==> src/hdl/qd_pkg.sv <==
// Constant decode shared definitions

package qd_pkg;

	// ==============================
	// Sizes
	// ==============================

	localparam int LINE_BITS = 512;
	localparam int LINE_COUNT = 4;
	localparam int LINE_IDX_BITS = 2;
	// A line is cut into 32-bit constant slots
	localparam int CONST_SLOTS = 16;
	localparam int SLOT_BITS = LINE_BITS / CONST_SLOTS;
	localparam int N_LANES = 2;

	// ==============================
	// Instruction format
	// ==============================

	// Only the opcode classes handled by the constant decoder are kept
	typedef enum logic [6:0] {
		OP_ADDI  = 7'd4,
		OP_CMPI  = 7'd5,
		OP_MULI  = 7'd6,
		OP_CSR   = 7'd7,
		OP_ANDI  = 7'd8,
		OP_ORI   = 7'd9,
		OP_XORI  = 7'd10,
		OP_FLTI  = 7'd12,
		OP_B0    = 7'd32,
		OP_B1    = 7'd33,
		OP_BCC0  = 7'd34,
		OP_BCC1  = 7'd35,
		OP_LOAD  = 7'd40,
		OP_LDW   = 7'd41,
		OP_STORE = 7'd48,
		OP_STW   = 7'd49,
		OP_STI   = 7'd50,
		OP_FENCE = 7'd127
	} opcode_t;

	// Form 3'b100 marks an extension constant in the line after the word
	typedef struct packed {
		logic [2:0] form;
		logic [21:0] fields;
		opcode_t opcode;
	} instruction_t;

	// ==============================
	// Constant field decoding
	// ==============================

	// Three 4-bit slot numbers, constant A in the low nibble
	function automatic logic [11:0] fn_const_pos(instruction_t ins);
		return {ins[18:15], ins[14:11], ins[10:7]};
	endfunction

	// Three 2-bit size codes: none, 16, 32 and 64 bits
	function automatic logic [5:0] fn_const_size(instruction_t ins);
		return ins[24:19];
	endfunction

	// An operand is a constant when its size code is not zero
	function automatic logic fn_has_const_rs1(instruction_t ins);
		return ins[20:19] != 2'd0;
	endfunction

	function automatic logic fn_has_const_rs2(instruction_t ins);
		return ins[22:21] != 2'd0;
	endfunction

	function automatic logic fn_has_const_rs3(instruction_t ins);
		return ins[24:23] != 2'd0;
	endfunction

	function automatic logic fn_has_ex_const(instruction_t ins);
		return ins.form == 3'b100;
	endfunction

endpackage

==> src/hdl/line_rd_if.sv <==
// Line buffer read port
`timescale 1ns/1ps

interface line_rd_if import qd_pkg::*; ();

	// Level from the lane, held until the grant is seen
	logic req;
	logic [LINE_IDX_BITS-1:0] idx;
	// Single-cycle grant pulse from the arbiter
	logic gnt;
	// Valid on the cycle after gnt
	logic [LINE_BITS-1:0] line;

	modport lane (
		output req,
		output idx,
		input gnt,
		input line
	);

	modport arbiter (
		input req,
		input idx,
		output gnt,
		output line
	);

endinterface

==> src/hdl/line_arbiter.sv <==
// Round-robin line buffer arbiter
`timescale 1ns/1ps

module line_arbiter import qd_pkg::*; (
	input logic clk,
	input logic reset,
	input logic wr_en,
	input logic [LINE_IDX_BITS-1:0] wr_idx,
	input logic [LINE_BITS-1:0] wr_line,
	line_rd_if.arbiter rd0,
	line_rd_if.arbiter rd1
);

	logic [LINE_BITS-1:0] lines [LINE_COUNT];
	logic [N_LANES-1:0] avail;
	logic [N_LANES-1:0] gnt;
	// Lane that wins a tie on the next grant
	logic [$clog2(N_LANES)-1:0] prio;
	logic [$clog2(N_LANES)-1:0] pick;
	logic [LINE_IDX_BITS-1:0] rd_idx;
	logic [LINE_BITS-1:0] line_q;

	// ==============================
	// Grant selection
	// ==============================

	always_comb
	begin
		// A lane still shows req during its grant cycle, so mask it
		avail[0] = rd0.req && !gnt[0];
		avail[1] = rd1.req && !gnt[1];
		if (avail[prio])
			pick = prio;
		else
			pick = ~prio;
	end

	always_ff @(posedge clk)
	begin
		if (reset)
		begin
			gnt <= '0;
			prio <= '0;
		end
		else
		begin
			gnt <= '0;
			if (|avail)
			begin
				gnt[pick] <= 1'b1;
				prio <= ~pick;
			end
		end
	end

	// Index of the winner travels with the grant
	always_ff @(posedge clk)
	begin
		if (|avail)
			rd_idx <= pick ? rd1.idx : rd0.idx;
	end

	// ==============================
	// Line storage
	// ==============================

	// A write on the grant cycle lands after the read, so the old line is seen
	always_ff @(posedge clk)
	begin
		if (wr_en)
			lines[wr_idx] <= wr_line;
		if (|gnt)
			line_q <= lines[rd_idx];
	end

	assign rd0.gnt = gnt[0];
	assign rd1.gnt = gnt[1];
	assign rd0.line = line_q;
	assign rd1.line = line_q;

endmodule

==> src/flat_wrapper.sv <==
// flat-port wrapper written by rule: the top's interface ports become plain ports
module line_arbiter_flat import qd_pkg::*;
  (clk, reset, wr_en, wr_idx, wr_line, rd0_req, rd0_idx, rd0_gnt, rd0_line, rd1_req, rd1_idx, rd1_gnt, rd1_line);
  line_rd_if rd0_i ();
  line_rd_if rd1_i ();
  input logic clk;
  input logic reset;
  input logic wr_en;
  input logic [LINE_IDX_BITS-1:0] wr_idx;
  input logic [LINE_BITS-1:0] wr_line;
  input wire logic [$bits(rd0_i.req)-1:0] rd0_req;
  input wire logic [$bits(rd0_i.idx)-1:0] rd0_idx;
  output wire logic [$bits(rd0_i.gnt)-1:0] rd0_gnt;
  output wire logic [$bits(rd0_i.line)-1:0] rd0_line;
  input wire logic [$bits(rd1_i.req)-1:0] rd1_req;
  input wire logic [$bits(rd1_i.idx)-1:0] rd1_idx;
  output wire logic [$bits(rd1_i.gnt)-1:0] rd1_gnt;
  output wire logic [$bits(rd1_i.line)-1:0] rd1_line;
  assign rd0_i.req = rd0_req;
  assign rd0_i.idx = rd0_idx;
  assign rd0_gnt = rd0_i.gnt;
  assign rd0_line = rd0_i.line;
  assign rd1_i.req = rd1_req;
  assign rd1_i.idx = rd1_idx;
  assign rd1_gnt = rd1_i.gnt;
  assign rd1_line = rd1_i.line;
  line_arbiter u_core (.clk(clk), .reset(reset), .wr_en(wr_en), .wr_idx(wr_idx), .wr_line(wr_line), .rd0(rd0_i), .rd1(rd1_i));
endmodule
==> config.mk <==
export PLATFORM = sky130hd
export DESIGN_NAME = line_arbiter_flat
export DESIGN_NICKNAME = d
export VERILOG_FILES = /design/src/hdl/qd_pkg.sv /design/src/hdl/line_rd_if.sv /design/src/hdl/line_arbiter.sv /design/src/flat_wrapper.sv
export SDC_FILE = /design/constraint.sdc
export NUM_CORES = 2
export LEC_CHECK = 0
export ABC_AREA = 1
export BUFFER_PORTS_ARGS = -buffer_cell sky130_fd_sc_hd__buf_2
export CAP_MARGIN = 5
export CORE_AREA = 2 2 608 610
export DETAILED_ROUTE_END_ITERATION = 6
export DIE_AREA = 0 0 610 612
export PLACE_DENSITY = 0.48
export RECOVER_POWER = 100
export REMOVE_ABC_BUFFERS = 1
export SLEW_MARGIN = 10
export SYNTH_ARGS = -nofsm -noshare
export SYNTH_HDL_FRONTEND = slang
export SYNTH_SLANG_ARGS = --single-unit
==> constraint.sdc <==
create_clock -name clk -period 52.3 [get_ports clk]
set_input_delay 0 -clock clk [delete_from_list [all_inputs] [get_ports clk]]
set_output_delay 0 -clock clk [all_outputs]
set_load 0.01 [all_outputs]
## After elaboration in Yosys (flattened, before gate mapping)

Memories as Yosys holds them, arrays and structs flattened. A register that Yosys moved wholly into a read port is not among the register bits.
Cells that the tools add are included.
W data, S select, Z words.

- Register bits after elaboration: 5
- RAM bits: 2,048
- Input bits: 523
- Memories kept: 1

- $lt $le $gt $ge: 3
- Multiplexer cells: 8
- Bitwise logic cells: 3
- Reduce and logical (&&, ||, !) cells: 8

Memories:

| memory | words | width | rd ports | clocked after Yosys merged registers in | wr ports | RTL line | source |
|---|---|---|---|---|---|---|---|
| u_core.lines | 4 | 512 | 1 | 1 | 1 | line_arbiter.sv:14 | `logic [LINE_BITS-1:0] lines [LINE_COUNT];` |

Operators by type and width:

| cell | count |
|---|---|
| $mux W1 | 6 |
| $reduce_or A2 Y1 | 3 |
| $lt A1 B2 Y1 const B | 2 |
| $logic_and A1 B1 Y1 | 3 |
| $not A1 Y1 | 3 |
| $logic_not A1 Y1 | 2 |
| $mux W2 | 1 |
| $demux W1 S1 | 1 |
| $ge A1 B1 Y1 const B | 1 |

## Depth between registers and ports, before layout

- Depth in word-level cells: 9
- Depth in mapped cells: 7
- Mapped depth without buffers: 5

## Worst setup path before layout

OpenSTA, ideal clock, no wires.

- Kind: input-to-reg
- From: input wr_idx[1]
- To: memory u_core.lines[0][0], enable pin
- Arrival time: 35.050 ns
- Required time: 50.277 ns
- Path slack: 15.226 ns
- Stages on the path: 1
- Cells stage by stage: nor3_1

RTL lines:

| item | RTL line | source |
|---|---|---|
| start: declaration | flat_wrapper.sv:9 | `input logic [LINE_IDX_BITS-1:0] wr_idx;` |
| end: declaration | line_arbiter.sv:14 |  |

Straight into the memory's write port.

## Worst setup path after layout

- From: input wr_idx[1]
- To: memory u_core.lines[0][286], enable pin

Straight into the memory's write port.

==> qor.yml <==
clock_network:
  clk_path_buf_depth: 4
  clkSlewWorstSetupHoldPaths_ns: 0.05
  cts.sinks: 2565
  cts_tree: "built"
  clock_latency_ns: 0.87
  root_buffer: "clkbuf_16"
  htreeDepth: 5
  cts_made_buffers: 294
  cts-resized-gates: 0
floorplanning:
  core_mm2: 0.367
  die-height_um: 612
  start_util_pct: 27.5
  dieArea_mm2: 0.373
  die_x_um: 610
  row_count: 223
  io_pins: 1549
timing:
  rsz0062_at_grt: "no"
  hold_viol: 0
  setup_tns_ns: 0
  slew_violations: 3174
  timing.fmax_ghz: 0.0557
  slew_headroom_pct: -487
  finalCriticalPeriod_ns: 17.95
  clock_skew_ns: 0.0391
  finalCritPeriodShare_pct: 34.3
  tightest_slew_ns: 8.80
  setup_viol_count_final: 0
  fin_ws_ns: 34.35
placed_design:
  portBuffers: 1548
  gp_congestion: 0.803
  pre_cts_ws_ns: 45.71
  dpl.hpwl_um: 181000
synth:
  synth_top_area_cell: "edfxtp_1"
  synthTopCellsByArea: "edfxtp_1, o211ai_1, nand2_1, buf_4, inv_1"
  yosys.cell_types.count: 16
  ys_seq_area_share_pct: 76.2
  ys.warnings.count: 0
  synth_top_area_share_pct: 76.2
  syn-cell-area_mm2: 0.101
  synthCells: 7034
  ys_ff_latch: 2565
  avgSynthCellArea_um2: 14.4
power_and_ir_drop:
  leakagePower_nw: 46.7
  powerDensity_mw_per_mm2: 40.8
  peakVddDrop_uv: 28.2
critical_path:
  required_ns: 52.67
  regToRegStartpoint: "u_core.gnt[0]"
  startpoint_type: "primary input"
  critPathKind: "primary input to register"
  cpPeakStageDelay_ns: 5.54
  r2r_slack_ns: 38.90
  worst_ep_arrival_time_ns: 18.33
  slowest_stage: "clkbuf_1"
  path_cells: "dlygate4sd3_1 > clkbuf_1 > nor3_1 > clkbuf_1 > clkbuf_1 > clkbuf_1 > clkbuf_1 > clkbuf_1 > clkbuf_1"
  end_kind: "register"
  reg2regPathDepth: 5
  endpoint: "u_core.lines[0][286]"
  cpMostUsedCell: "clkbuf_1"
  startpoint: "wr_idx[1]"
  timing.critical_path.fanout_max: 110
  reg2reg_to: "u_core.rd0.line[154]"
outcome:
  status: "complete, but fails checks"
  violations: "DRC, capacitance limit, slew limit"
min_path:
  hold_path_startpoint: "wr_line[74]"
  hold_path_class: "primary input to register"
global_route:
  grt_pass1_wl_um: 405000
  track_usage_pct: 14.6
  grt_max_degree: 193
  grt_pass1_vias: 58100
  grt-ovfl-total: 0
  antenna_found_initial: 51
cells_and_area:
  seqCellArea_mm2: 0.0770
  num-nets-final: 9670
  area_delta_synth_final_pct: 25.6
  drive_gt1_share_pct: 9.86
  utilization_pct: 34.6
  fill_cells: 36100
  multi_input_area_mm2: 0.0136
drt:
  drt_iter0_markers: 3726
  vias: 60600
  dr.pass1.iters: 7
  drc: 2
  wirelength_um: 286000
  antenna_left: 0
  viasPerCell: 4.26
  routedWlPerCell_um: 20.1
flow_run:
  cap_viol_max_count: 54
==> per-layer routing <==
metal  wire (um)  share of wire, %  track usage, %
met1      119000                42            18.3
met2      144000                50            25.6
met3       15300               5.4            2.81
met4        8050               2.8            3.93
met5         192             0.067               0
==> cells by family after synthesis <==
kind of cell | after synthesis | share of synthesized area [%]
DFF | 2565 | 76.2
buffers and inverters | 1885 | 10.4
and+or+nand+nor | 1560 | 5.81
AOI/OAI and AO/OA | 1024 | 7.61
==> Yosys cell counts, drive strengths merged <==
master,count
inv,1032
nand2,1547
nor2,3
edfxtp,2562
buf,830
clkbuf,23
nand3,6
o211ai,1024
nor3,4
dfxtp,3
==> how the worst min path moves through the flow <==
stage / depth (start not counted) / end / slack (ns)
finish: 2 / u_core.lines[1][74] / 0.09
global route: 2 / u_core.lines[1][445] / 0.06
CTS: 2 / u_core.lines[1][445] / 0.002
detailed placement: 2 / u_core.prio / 0.19
global placement: 2 / u_core.prio / 0.18
floorplan: 1 / u_core.prio / 0.07
==> what timing repair did <==
action | in CTS | in global routing
setup buffers | 0 | 0
hold endpoints to repair | 2204 | 0
hold buffers | 1036 | 0
==> registers in the layout, indices dropped and copies added, names as in the netlist <==
register         flops
u_core.prio          1
u_core.rd0.line    512
u_core.lines      2048
u_core.rd_idx        2
u_core.gnt           2
==> power by group <==
part	switching [mW]	internal (mW)
combinational	0.431	0.212
sequential	0.106	2.47
clock	0.828	1.13
==> placed cells by master (no fill, tap or decap), drive strengths merged <==
master / n
nand3: 6
dfxtp: 3
clkinv: 117
dlygate4sd3: 1036
o211ai: 1024
clkinvlp: 6
diode: 23
nor2: 3
nand2: 1547
bufinv: 13
nor3: 4
buf: 527
clkbuf: 1476
edfxtp: 2562
inv: 1044
==> through the flow <==
stage	total power [mW]	area (um^2)	hold WS, ns	std cells
2_1_floorplan	3.21	94400	0.0724	6181
3_3_place_gp	3.21	109000	0.181	12700
3_5_place_dp	3.22	109000	0.188	12700
4_1_cts	5.26	128000	0.00189	14200
5_1_grt	5.39	127000	0.0591	14200
6_report	5.18	127000	0.0943	14200
==> critical path: cells and delay by family <==
family,cells,cell delay [ns]
buffers and inverters,8,17.72
and+or+nand+nor,1,0.22
==> layout make-up <==
cell class,instances,area share (%)
tap,4837,4.77
timing repair buffer,2670,13.6
sequential,2565,60.7
antenna,23,0.0454
clock buffer,369,6.15
multi-input combinational,2584,10.7
clock inverter,148,1.02
inverter,1032,3.05
No activity file was read; power rests on OpenSTA's default activity.
