===== config.mk =====
export PLATFORM = sky130hd
export DESIGN_NAME = decode_lane_flat
export DESIGN_NICKNAME = d
export VERILOG_FILES = /design/src/hdl/qd_pkg.sv /design/src/hdl/line_rd_if.sv /design/src/hdl/const_extract.sv /design/src/hdl/decode_const.sv /design/src/hdl/decode_lane.sv /design/src/hdl/fp_widen.sv /design/src/flat_wrapper.sv
export SDC_FILE = /design/constraint.sdc
export NUM_CORES = 2
export LEC_CHECK = 0
export BUFFER_PORTS_ARGS = -buffer_cell sky130_fd_sc_hd__buf_2
export CORE_AREA = 10 10 288 290
export CTS_CLUSTER_DIAMETER = 120
export CTS_CLUSTER_SIZE = 25
export DETAILED_ROUTE_END_ITERATION = 16
export DIE_AREA = 0 0 298 300
export PLACE_DENSITY = 0.69
export SYNTH_ARGS = -nofsm -noshare
export SYNTH_HDL_FRONTEND = slang
export SYNTH_SLANG_ARGS = --single-unit

===== constraint.sdc =====
create_clock -name clk -period 23.7 [get_ports clk]
set_clock_uncertainty 0.1 [all_clocks]
set_input_delay 4.74 -clock clk [delete_from_list [all_inputs] [get_ports clk]]
set_output_delay 4.74 -clock clk [all_outputs]
set_load 0.005 [all_outputs]

===== src/hdl/qd_pkg.sv =====
// Constant decode shared definitions

package qd_pkg;

	// ==============================
	// Sizes
	// ==============================

	localparam int LINE_BITS = 512;
	localparam int LINE_COUNT = 4;
	localparam int LINE_IDX_BITS = 2;
	// A line is cut into 32-bit constant slots
	localparam int CONST_SLOTS = 16;
	localparam int SLOT_BITS = LINE_BITS / CONST_SLOTS;
	localparam int N_LANES = 2;

	// ==============================
	// Instruction format
	// ==============================

	// Only the opcode classes handled by the constant decoder are kept
	typedef enum logic [6:0] {
		OP_ADDI  = 7'd4,
		OP_CMPI  = 7'd5,
		OP_MULI  = 7'd6,
		OP_CSR   = 7'd7,
		OP_ANDI  = 7'd8,
		OP_ORI   = 7'd9,
		OP_XORI  = 7'd10,
		OP_FLTI  = 7'd12,
		OP_B0    = 7'd32,
		OP_B1    = 7'd33,
		OP_BCC0  = 7'd34,
		OP_BCC1  = 7'd35,
		OP_LOAD  = 7'd40,
		OP_LDW   = 7'd41,
		OP_STORE = 7'd48,
		OP_STW   = 7'd49,
		OP_STI   = 7'd50,
		OP_FENCE = 7'd127
	} opcode_t;

	// Form 3'b100 marks an extension constant in the line after the word
	typedef struct packed {
		logic [2:0] form;
		logic [21:0] fields;
		opcode_t opcode;
	} instruction_t;

	// ==============================
	// Constant field decoding
	// ==============================

	// Three 4-bit slot numbers, constant A in the low nibble
	function automatic logic [11:0] fn_const_pos(instruction_t ins);
		return {ins[18:15], ins[14:11], ins[10:7]};
	endfunction

	// Three 2-bit size codes: none, 16, 32 and 64 bits
	function automatic logic [5:0] fn_const_size(instruction_t ins);
		return ins[24:19];
	endfunction

	// An operand is a constant when its size code is not zero
	function automatic logic fn_has_const_rs1(instruction_t ins);
		return ins[20:19] != 2'd0;
	endfunction

	function automatic logic fn_has_const_rs2(instruction_t ins);
		return ins[22:21] != 2'd0;
	endfunction

	function automatic logic fn_has_const_rs3(instruction_t ins);
		return ins[24:23] != 2'd0;
	endfunction

	function automatic logic fn_has_ex_const(instruction_t ins);
		return ins.form == 3'b100;
	endfunction

endpackage


===== src/hdl/line_rd_if.sv =====
// Line buffer read port
`timescale 1ns/1ps

interface line_rd_if import qd_pkg::*; ();

	// Level from the lane, held until the grant is seen
	logic req;
	logic [LINE_IDX_BITS-1:0] idx;
	// Single-cycle grant pulse from the arbiter
	logic gnt;
	// Valid on the cycle after gnt
	logic [LINE_BITS-1:0] line;

	modport lane (
		output req,
		output idx,
		input gnt,
		input line
	);

	modport arbiter (
		input req,
		input idx,
		output gnt,
		output line
	);

endinterface


===== src/hdl/const_extract.sv =====
// Line constant extractor
`timescale 1ns/1ps

module const_extract import qd_pkg::*; (
	input logic [$clog2(CONST_SLOTS)-1:0] slot,
	input logic [1:0] size,
	input logic [LINE_BITS-1:0] cline,
	output logic [63:0] cnst
);

	logic [$clog2(CONST_SLOTS)-1:0] next_slot;
	logic [SLOT_BITS-1:0] lo_word;
	logic [SLOT_BITS-1:0] hi_word;

	always_comb
	begin
		// The upper half of a 64-bit constant wraps to slot 0 at the line end
		next_slot = slot + 1'b1;
		lo_word = cline[slot * SLOT_BITS +: SLOT_BITS];
		hi_word = cline[next_slot * SLOT_BITS +: SLOT_BITS];
		case (size)
		2'd1:	cnst = {{48{lo_word[15]}}, lo_word[15:0]};
		2'd2:	cnst = {{32{lo_word[31]}}, lo_word};
		2'd3:	cnst = {hi_word, lo_word};
		// No constant present
		default:	cnst = 64'd0;
		endcase
	end

endmodule


===== src/hdl/decode_const.sv =====
// Instruction constant decoder
`timescale 1ns/1ps

module decode_const import qd_pkg::*; (
	input logic [LINE_BITS-1:0] cline,
	input instruction_t ins,
	output logic [63:0] imma,
	output logic [63:0] immb,
	output logic [63:0] immc,
	output logic has_imma,
	output logic has_immb,
	output logic has_immc
);

	logic [11:0] pos;
	logic [5:0] isz;
	logic [63:0] cnst [3];
	logic [63:0] wide [3];
	// Line constant, or its widened form for 16- and 32-bit floats
	logic [63:0] flt [3];

	assign pos = fn_const_pos(ins);
	assign isz = fn_const_size(ins);

	// One extractor and one widener per constant A, B and C
	for (genvar k = 0; k < 3; k++)
	begin : g_const
		const_extract u_extract (
			.slot(pos[4*k +: 4]),
			.size(isz[2*k +: 2]),
			.cline(cline),
			.cnst(cnst[k])
		);

		fp_widen u_widen (
			.src(cnst[k][31:0]),
			.is_half(isz[2*k +: 2] == 2'd1),
			.dst(wide[k])
		);

		assign flt[k] = (isz[2*k +: 2] == 2'd1 || isz[2*k +: 2] == 2'd2) ? wide[k] : cnst[k];
	end

	always_comb
	begin
		imma = 64'd0;
		immb = 64'd0;
		immc = 64'd0;
		has_imma = 1'b0;
		has_immb = 1'b0;
		has_immc = 1'b0;
		case (ins.opcode)
		OP_ADDI, OP_CMPI, OP_MULI, OP_ANDI, OP_ORI, OP_XORI:
		begin
			imma = cnst[0];
			immb = cnst[1];
			immc = cnst[2];
			has_imma = fn_has_const_rs1(ins);
			has_immb = fn_has_const_rs2(ins);
			has_immc = fn_has_const_rs3(ins);
		end
		OP_FLTI:
		begin
			imma = flt[0];
			immb = flt[1];
			immc = flt[2];
			has_imma = fn_has_const_rs1(ins);
			has_immb = fn_has_const_rs2(ins);
			has_immc = fn_has_const_rs3(ins);
		end
		// Only a 7-bit CSR number is carried
		OP_CSR:
			immb = {57'd0, ins[22:16]};
		// Branch displacements are word counts, hence the scale by 4
		OP_B0, OP_B1:
		begin
			immb = fn_has_ex_const(ins) ? cnst[0] : {{38{ins[30]}}, ins[30:7], 2'b00};
			has_immb = 1'b1;
		end
		OP_BCC0, OP_BCC1:
		begin
			immb = fn_has_ex_const(ins) ? cnst[0] :
				{{52{ins[30]}}, ins[30:29], ins[16:9], 2'b00};
			has_immb = !fn_has_ex_const(ins);
		end
		OP_LOAD, OP_LDW, OP_STORE, OP_STW:
		begin
			immb = fn_has_ex_const(ins) ? cnst[0] : {{50{ins[30]}}, ins[30:17]};
			has_immb = !fn_has_ex_const(ins);
		end
		// Store-immediate also carries the stored value as C
		OP_STI:
		begin
			immb = fn_has_ex_const(ins) ? cnst[0] : {{50{ins[30]}}, ins[30:17]};
			immc = cnst[1];
			has_immb = !fn_has_ex_const(ins);
			has_immc = 1'b1;
		end
		OP_FENCE:
		begin
			immb = {48'd0, ins[23:8]};
			has_immb = 1'b1;
		end
		default:
			immb = 64'd0;
		endcase
	end

endmodule


===== src/hdl/decode_lane.sv =====
// Constant decode lane
`timescale 1ns/1ps

module decode_lane import qd_pkg::*; (
	input logic clk,
	input logic reset,
	input logic in_valid,
	input instruction_t ins,
	input logic [LINE_IDX_BITS-1:0] idx,
	output logic busy,
	output logic out_valid,
	output logic [63:0] imma,
	output logic [63:0] immb,
	output logic [63:0] immc,
	output logic has_imma,
	output logic has_immb,
	output logic has_immc,
	line_rd_if.lane rd
);

	typedef enum logic [1:0] {
		LANE_IDLE,
		LANE_WAIT_GNT,
		LANE_LINE
	} lane_state_t;

	lane_state_t state;
	instruction_t ins_q;
	logic [LINE_IDX_BITS-1:0] idx_q;
	logic [63:0] dec_a, dec_b, dec_c;
	logic dec_has_a, dec_has_b, dec_has_c;

	// ==============================
	// Sequencer
	// ==============================

	always_ff @(posedge clk)
	begin
		if (reset)
			state <= LANE_IDLE;
		else
			case (state)
			LANE_IDLE:
				if (in_valid)
					state <= LANE_WAIT_GNT;
			LANE_WAIT_GNT:
				if (rd.gnt)
					state <= LANE_LINE;
			// The line is on the bus for exactly this one cycle
			default:
				state <= LANE_IDLE;
			endcase
	end

	// Instruction and index are captured only when a new request is taken
	always_ff @(posedge clk)
	begin
		if (state == LANE_IDLE && in_valid)
		begin
			ins_q <= ins;
			idx_q <= idx;
		end
	end

	assign busy = state != LANE_IDLE;
	assign rd.req = state == LANE_WAIT_GNT;
	assign rd.idx = idx_q;

	// ==============================
	// Decode and result register
	// ==============================

	decode_const u_decode (
		.cline(rd.line),
		.ins(ins_q),
		.imma(dec_a),
		.immb(dec_b),
		.immc(dec_c),
		.has_imma(dec_has_a),
		.has_immb(dec_has_b),
		.has_immc(dec_has_c)
	);

	always_ff @(posedge clk)
	begin
		if (reset)
			out_valid <= 1'b0;
		else
			out_valid <= state == LANE_LINE;
	end

	always_ff @(posedge clk)
	begin
		if (state == LANE_LINE)
		begin
			imma <= dec_a;
			immb <= dec_b;
			immc <= dec_c;
			has_imma <= dec_has_a;
			has_immb <= dec_has_b;
			has_immc <= dec_has_c;
		end
	end

endmodule


===== src/hdl/fp_widen.sv =====
// Half and single to double widening
`timescale 1ns/1ps

module fp_widen import qd_pkg::*; (
	input logic [31:0] src,
	input logic is_half,
	output logic [63:0] dst
);

	logic sgn;
	logic [7:0] exp_in;
	logic [22:0] man_in;
	logic exp_ones;
	logic [10:0] exp_out;

	always_comb
	begin
		// Bring both formats to a common single-like layout first
		if (is_half)
		begin
			sgn = src[15];
			exp_in = {3'b000, src[14:10]};
			// Half mantissa sits at the top of the 23-bit field
			man_in = {src[9:0], 13'd0};
			exp_ones = &src[14:10];
		end
		else
		begin
			sgn = src[31];
			exp_in = src[30:23];
			man_in = src[22:0];
			exp_ones = &src[30:23];
		end

		// Re-bias to 1023, that is +1008 from half and +896 from single
		exp_out = {3'b000, exp_in} + (is_half ? 11'd1008 : 11'd896);

		// Zero and denormal inputs both give a signed zero
		if (exp_in == 8'd0)
			dst = {sgn, 63'd0};
		// Infinity keeps a zero mantissa, NaN keeps a non-zero one
		else if (exp_ones)
			dst = {sgn, 11'h7ff, man_in, 29'd0};
		else
			dst = {sgn, exp_out, man_in, 29'd0};
	end

endmodule


===== src/flat_wrapper.sv =====
// flat-port wrapper written by rule: the top's interface ports become plain ports
module decode_lane_flat import qd_pkg::*;
  (clk, reset, in_valid, ins, idx, busy, out_valid, imma, immb, immc, has_imma, has_immb, has_immc, rd_req, rd_idx, rd_gnt, rd_line);
  line_rd_if rd_i ();
  input logic clk;
  input logic reset;
  input logic in_valid;
  input instruction_t ins;
  input logic [LINE_IDX_BITS-1:0] idx;
  output logic busy;
  output logic out_valid;
  output logic [63:0] imma;
  output logic [63:0] immb;
  output logic [63:0] immc;
  output logic has_imma;
  output logic has_immb;
  output logic has_immc;
  output wire logic [$bits(rd_i.req)-1:0] rd_req;
  output wire logic [$bits(rd_i.idx)-1:0] rd_idx;
  input wire logic [$bits(rd_i.gnt)-1:0] rd_gnt;
  input wire logic [$bits(rd_i.line)-1:0] rd_line;
  assign rd_req = rd_i.req;
  assign rd_idx = rd_i.idx;
  assign rd_i.gnt = rd_gnt;
  assign rd_i.line = rd_line;
  decode_lane u_core (.clk(clk), .reset(reset), .in_valid(in_valid), .ins(ins), .idx(idx), .busy(busy), .out_valid(out_valid), .imma(imma), .immb(immb), .immc(immc), .has_imma(has_imma), .has_immb(has_immb), .has_immc(has_immc), .rd(rd_i));
endmodule

Word level (Yosys, flattened, before mapping)
Cells that the tools add are included.
{ "totals": {"elab_cells": 121, "input_bits": 550, "ff_bits": 232, "output_inout_bits": 200} }
{ "classes": {"n_eq_ne": 32, "n_reduce_logical": 27, "addsub": 6, "mux": 38, "shifts": 6} }
{ "ops": {"columns": ["cell", "count"], "rows": [
  ["$shiftx 512x10->32", 6],
  ["$pmux 64 s3", 4],
  ["$pmux 64 s7", 1],
  ["$mux 64", 6],
  ["$mux 63", 6],
  ["$pmux 64 s2", 1],
  ["$mux 23", 3],
  ["$eq 7x6->1 const B", 9],
  ["$add 8x11->11", 3],
  ["$eq 7x3->1 const B", 4],
  ["$eq 7x4->1 const B", 4],
  ["$logic_not 8->1", 3],
  ["$mux 8", 3],
  ["$reduce_and 8->1", 3],
  ["$mux 7", 3],
  ["$reduce_and 5->1", 3],
  ["$eq 2x2->1 const B", 7],
  ["$reduce_or 7->1", 2],
  ["$add 4x1->4 const B", 3],
  ["$eq 2x1->1 const B", 4],
  ["$reduce_bool 2->1", 4],
  ["$eq 7x7->1 const B", 1],
  ["$mux 1", 6],
  ["$reduce_or 6->1", 1],
  ["15 further kinds", 19]
]} }

Longest topological paths before layout
{ "depth": {"ltp_word": 9, "depth_mapped": 15, "depth_no_buf": 13} }

Cells and area by module
From an unflattened synthesis, not the netlist that was laid out.
{ "hier_totals": {"cells_unflattened": 2952, "hier_area_um2": 38924.8} }
{ "by_module_without_submodules": {"columns": ["module", "area_per_inst_um2", "cells_each", "n_inst"], "rows": [
  ["const_extract at u_core.u_decode.g_const[0].u_extract ...", 8560.7, 597, 2],
  ["const_extract at u_core.u_decode.g_const[2].u_extract", 8424.3, 595, 1],
  ["decode_lane", 7013.0, 242, 1],
  ["decode_const", 4061.4, 603, 1],
  ["fp_widen", 768.2, 106, 3]
]} }

Worst setup path before layout
Ideal clock, no wire load.
{ "synth_timing": {"kind": "register to register", "start": "register u_core.state[1]", "end": "register u_core.has_imma, enable pin", "stages_incl_launch_ff": 2, "path_buffers": 0, "synth_period_minus_slack_ns": 9.806, "setup_slack_ns": 13.894, "setup_time_ns": 0.777, "t_arrival_ns": 8.929, "cell_sequence": "dfxtp_1 > nor2b_1"} }
{ "synth_via": {"elab_chain_cells": 1} }
{ "synth_rtl": {"columns": ["item", "line", "source"], "rows": [
  ["start: declaration", "decode_lane.sv:27", "lane_state_t state;"],
  ["start signal: assignment", "decode_lane.sv:40", "state <= LANE_IDLE;"],
  ["start signal: assignment", "decode_lane.sv:45", "state <= LANE_WAIT_GNT;"],
  ["start signal: assignment", "decode_lane.sv:48", "state <= LANE_LINE;"],
  ["$eq 2x2->1", "decode_lane.sv:94", "if (state == LANE_LINE)"],
  ["end signal: assignment", "decode_lane.sv:99", "has_imma <= dec_has_a;"],
  ["end: declaration", "decode_lane.sv:15", "output logic has_imma,"]
]} }
Every way passes these cells.
A chain may end at the register's enable or synchronous reset.

Worst setup path after layout
{ "layout_timing": {"start": "input rd_line[143]", "end": "register u_core.immb[34] (data pin)"} }
{ "layout_via": {"elab_chain_cells": 7} }
{ "layout_rtl": {"columns": ["item", "line", "source"], "rows": [
  ["start: declaration", "flat_wrapper.sv:21", "input wire logic [$bits(rd_i.line)-1:0] rd_line;"],
  ["$shiftx 512x10->32", "const_extract.sv:19", "lo_word = cline[slot * SLOT_BITS +: SLOT_BITS];"],
  ["$pmux 64 s3", "const_extract.sv:21", "case (size)"],
  ["$mux 8", "fp_widen.sv:19", "if (is_half)"],
  ["$logic_not 8->1", "fp_widen.sv:39", "if (exp_in == 8'd0)"],
  ["$mux 63", "fp_widen.sv:39", null],
  ["$mux 64", "decode_const.sv:41", "assign flt[k] = (isz[2*k +: 2] == 2'd1 || isz[2*k +: 2] == 2'd2) ? wide[k] : cnst[k];"],
  ["$pmux 64 s7 (*)", "decode_const.sv:52", "case (ins.opcode)"],
  ["named net u_core.dec_b[34]", "decode_lane.sv:30", "logic [63:0] dec_a, dec_b, dec_c;"],
  ["end signal: assignment", "decode_lane.sv:97", "immb <= dec_b;"],
  ["end: declaration", "decode_lane.sv:13", "output logic [63:0] immb,"]
]} }
The timed path passes the listed nets; every way through them passes the cells marked *.

==> results by group <==
Status
  • Result of the run: finished with violations
  • Violated checks: capacitance limit, slew limit

Setup path
  • Cells along the critical path: buf_2 -> mux2i_1 -> a221oi_1 -> and3_1 -> o21ai_1 -> o311a_1 -> a311oi_1 -> o211ai_1 -> o211ai_1
  • Nature of the critical path startpoint: primary input
  • Reg-to-Reg End: u_core.immb[52]
  • Startpoint of the worst register-to-register path: u_core.ins_q[7]
  • Critical path required time: approximately 24 ns
  • Largest driver fanout on the critical path: 13
  • Type of destination of the critical path: flop
  • Cells on worst reg2reg path: 10
  • Category of the critical setup timing path: primary input to flop
  • Most common cell type on the critical path: sky130_fd_sc_hd__o211ai_1
  • Crit path max-delay cell type: sky130_fd_sc_hd__o211ai_1
  • Crit path largest cell delay: 1.07 ns
  • Worst Path Arrival: 8.23 ns
  • Register-to-register setup slack: 17.56 ns
  • Critical path origin: rd_line[143]

Timing
  • Fin worst setup slack: about 16 ns
  • Final setup TNS: 0 ns
  • Number of slew-limit violations in the final report: 2
  • Post-layout min period: 8.090 ns
  • Final-report hold violation count: 0
  • Setup-violating endpoint count in the final report: 0
  • Post-route fraction of the period consumed by the critical path: 34.14%
  • Worst Tran Pin Value: 1.523 ns
  • Setup repair after global routing missed its margin: false
  • Achievable frequency: 123.6 MHz
  • Max-slew headroom at the worst pin: -2.489%

Finish
  • Area added between synthesis and finish: 13.20%
  • FILL cells: 6739
  • Most common cell after layout, fill and taps aside: sky130_fd_sc_hd__mux4_2
  • Ratio of cells with drive above 1 in the final layout: 49.69%
  • Final net count: 4135
  • Leading cell types in the layout, fill and taps excluded: 782 x sky130_fd_sc_hd__mux4_2, 749 x sky130_fd_sc_hd__buf_2, 335 x sky130_fd_sc_hd__nand2_1

Synth
  • Synthesized area per cell: 12.14 um2
  • Area fraction in compound gates after synthesis: 12.02%
  • Syn. warnings: 0
  • Number of enable flip-flop cells after synthesis: about 230
  • Number of synthesized register bits: between 200 and 250
  • Dominant combinational cell family by area after synthesis: multiplexers
  • Xor/xnor share of the synthesized area: less than 1%
  • Adder and majority cell fraction of the synthesized area: 0.7054%
  • Ys flop type: sky130_fd_sc_hd__edfxtp_1
  • Multiplexer fraction of the synthesized cell area: between 50 and 60%
  • Area fraction in and, or, nand and nor cells after synthesis: 7.080%
  • Count of cell types in the netlist: just under 80
  • Synth Cell Area: around 37000 um2
  • Synthesized net count: 3639
  • Register area share after synthesis: 18.62%
  • Cells after synthesis: 3068
  • Fraction of synthesis flops using an asynchronous set or reset pin: 0%

Worst hold path
  • Worst hold-check path type: flop to flop
  • Min-delay src: u_core.state[1]
  • Number of instances on the worst hold path: 2
  • Hold path endpoint: u_core.state[1]

Clock tree
  • Clock latency of the later-clocked register in the worst-skew pair: 0.55 ns
  • Clock transition at the registers of the reported paths: approximately 0.1 ns
  • Number of buffers added for setup after CTS: 0
  • TritonCTS clock tree: yes
  • Hold-fix buffers at CTS: 0
  • Post-cts sizing count: 0
  • Max H-tree Level: 1
  • Number of clock sinks seen by CTS: 232
  • TritonCTS Buffers: 15
  • Clk buf depth: 3
  • CTS Root Buffer Type: sky130_fd_sc_hd__clkbuf_16

Pwr
  • Internal portion of total power: roughly 1000 uW
  • Leakage component of the power: 0.01486 uW
  • Clock network fraction of design power: 16.1%
  • Seq pwr share: 25.9%
  • P per Cell Area: between 40 and 50 nW/um2
  • Maximum ir drop on the vdd rail: 40.31 uV
  • Net switching power of the design: 788.5 uW
  • Portion of total power attributed to combinational logic: 58.0%
  • Switching share of power: a little over two fifths

Placement
  • Number of port buffers: approximately 750
  • Detailed Place HPWL: 145000 um
  • Pre-CTS worst setup slack: 15.21 ns
  • GPL Wtd Cong: 1.062

Drt
  • Post-DRT Antenna Nets: 0
  • Via count: 36860
  • Top layer used by detailed routing: met5
  • Count of unresolved DRC violations after routing: 0
  • Avg WL per Cell: 40.64 um
  • Met1 Routed Length: 61550 um
  • Met3 routed wirelength: 34830 um
  • DR iter-0 viols: 6425
  • Met2 wirelength from detailed routing: between 80000 and 90000 um
  • Length of the first detailed-routing pass in iterations: 8
  • Detailed Route WL: 191600 um
  • Via/cell ratio: between 7 and 8

Die
  • Initial Util: 48.32%
  • Die extent in y: 300 um
  • Area of the die: 89400 um2
  • Die width: 298 um
  • Num ports: 750
  • Count of standard-cell rows: 102
  • Area of the placeable core: 77080 um2

GRT
  • Number of antenna violations at the first check in global routing: 119
  • All-Layer GR Usage: around two fifths
  • Number of global-route vias before repair: 35050
  • Pin count of the biggest net entering global routing: 125
  • GRT Residual Overflow: 0
  • Global-route wire length before repair: ~270000 um

Job
  • Maximum Capacitance Violations: 1
==> cell families after synthesis <==
family          count (synthesis)
fa+ha+maj                      21
compound gates                700
flops                         232
mux                          1104
buf+inv                       386
xor+xnor                       13
simple gates                  612
==> through the flow <==
stage                     util (%)  cell area, um2  hold WS [ns]  cells  power (uW)
after floorplan                  -           37250        0.4768   3068        1140
after global placement       53.74           41430        0.5000   4587        1492
after detailed placement     53.74           41430        0.5326   4587        1504
after CTS                    54.37           41910        0.5480   4612        1789
after global routing         54.56           42060        0.6028   4671        1880
final                        54.70           42170        0.5370   4715        1835
==> final cells by class <==
type / instances / area, um2 / area share (%)
Inverter: 29 / 108.9 / 0.2582
Multi-Input combinational cell: 2450 / 28620 / 67.87
Tap cell: 1040 / 1301 / 3.086
Timing Repair Buffer: 836 / 4464 / 10.59
Antenna cell: 103 / 257.7 / 0.6113
Clock buffer: 20 / 394.1 / 0.9347
Sequential cell: 232 / 6937 / 16.45
Clock inverter: 5 / 86.33 / 0.2047
==> power groups by stage <==
| stage | Sequential, uW | Combinational, uW | Clock, uW |
|---|---|---|---|
| floorplan | 480 | 660 | 0 |
| global placement | 484 | 1010 | 0 |
| detailed placement | 484 | 1020 | 0 |
| CTS | 475 | 1020 | 292 |
| global route | 476 | 1100 | 308 |
| finish | 476 | 1060 | 295 |
==> layer usage <==
metal | GRT usage (%) | vias up
li1 | - | 14120
met1 | 49.53 | 18040
met2 | 59.25 | 3773
met3 | 21.59 | 851
met4 | 21.82 | 78
met5 | 0 | -
==> state kept, by name, indices dropped and copies added (netlist names) <==
signal,flops
u_core.out_valid,1
u_core.immc,64
u_core.has_immb,1
u_core.state,2
u_core.ins_q,32
u_core.has_immc,1
u_core.imma,64
u_core.has_imma,1
u_core.immb,64
u_core.rd.idx,2
==> how the worst max path moves through the flow <==
stage	depth (start not counted)	slack [ns]	to
finish	9	15.61	u_core.immb[34]
global route	9	15.46	u_core.immb[29]
CTS	9	15.78	u_core.immb[30]
detailed placement	9	15.21	u_core.immb[29]
global placement	9	15.31	u_core.immb[29]
floorplan	1	13.89	u_core.has_imma
==> critical path: cells and delay by family <==
family | cells | cell delay [ns]
and+or+nand+nor | 1 | 0.27
buffers and inverters | 1 | 0.14
AOI/OAI and AO/OA | 6 | 2.93
muxes | 1 | 0.15
==> synthesized netlist by cell type (21+ instances only) <==
cell | count | area, um2
sky130_fd_sc_hd__mux2i_1 | 221 | 2212
sky130_fd_sc_hd__nand2_1 | 335 | 1257
sky130_fd_sc_hd__nor2_1 | 128 | 480.5
sky130_fd_sc_hd__and2_1 | 23 | 143.9
sky130_fd_sc_hd__a31oi_1 | 22 | 137.6
sky130_fd_sc_hd__ha_1 | 21 | 262.8
sky130_fd_sc_hd__o22ai_1 | 28 | 175.2
sky130_fd_sc_hd__o21ai_0 | 132 | 660.6
sky130_fd_sc_hd__o211ai_1 | 139 | 1044
sky130_fd_sc_hd__buf_1 | 32 | 120.1
sky130_fd_sc_hd__buf_4 | 35 | 262.8
sky130_fd_sc_hd__inv_1 | 27 | 101.4
sky130_fd_sc_hd__a22oi_1 | 40 | 300.3
sky130_fd_sc_hd__clkbuf_1 | 171 | 641.9
sky130_fd_sc_hd__nor3_1 | 24 | 120.1
sky130_fd_sc_hd__nand3_1 | 26 | 130.1
sky130_fd_sc_hd__edfxtp_1 | 229 | 6877
sky130_fd_sc_hd__buf_2 | 104 | 520.5
sky130_fd_sc_hd__mux2_2 | 100 | 1126
sky130_fd_sc_hd__mux4_2 | 782 | 17610
sky130_fd_sc_hd__a21oi_1 | 200 | 1001
Note: power is estimated with default switching activity, not from simulation.
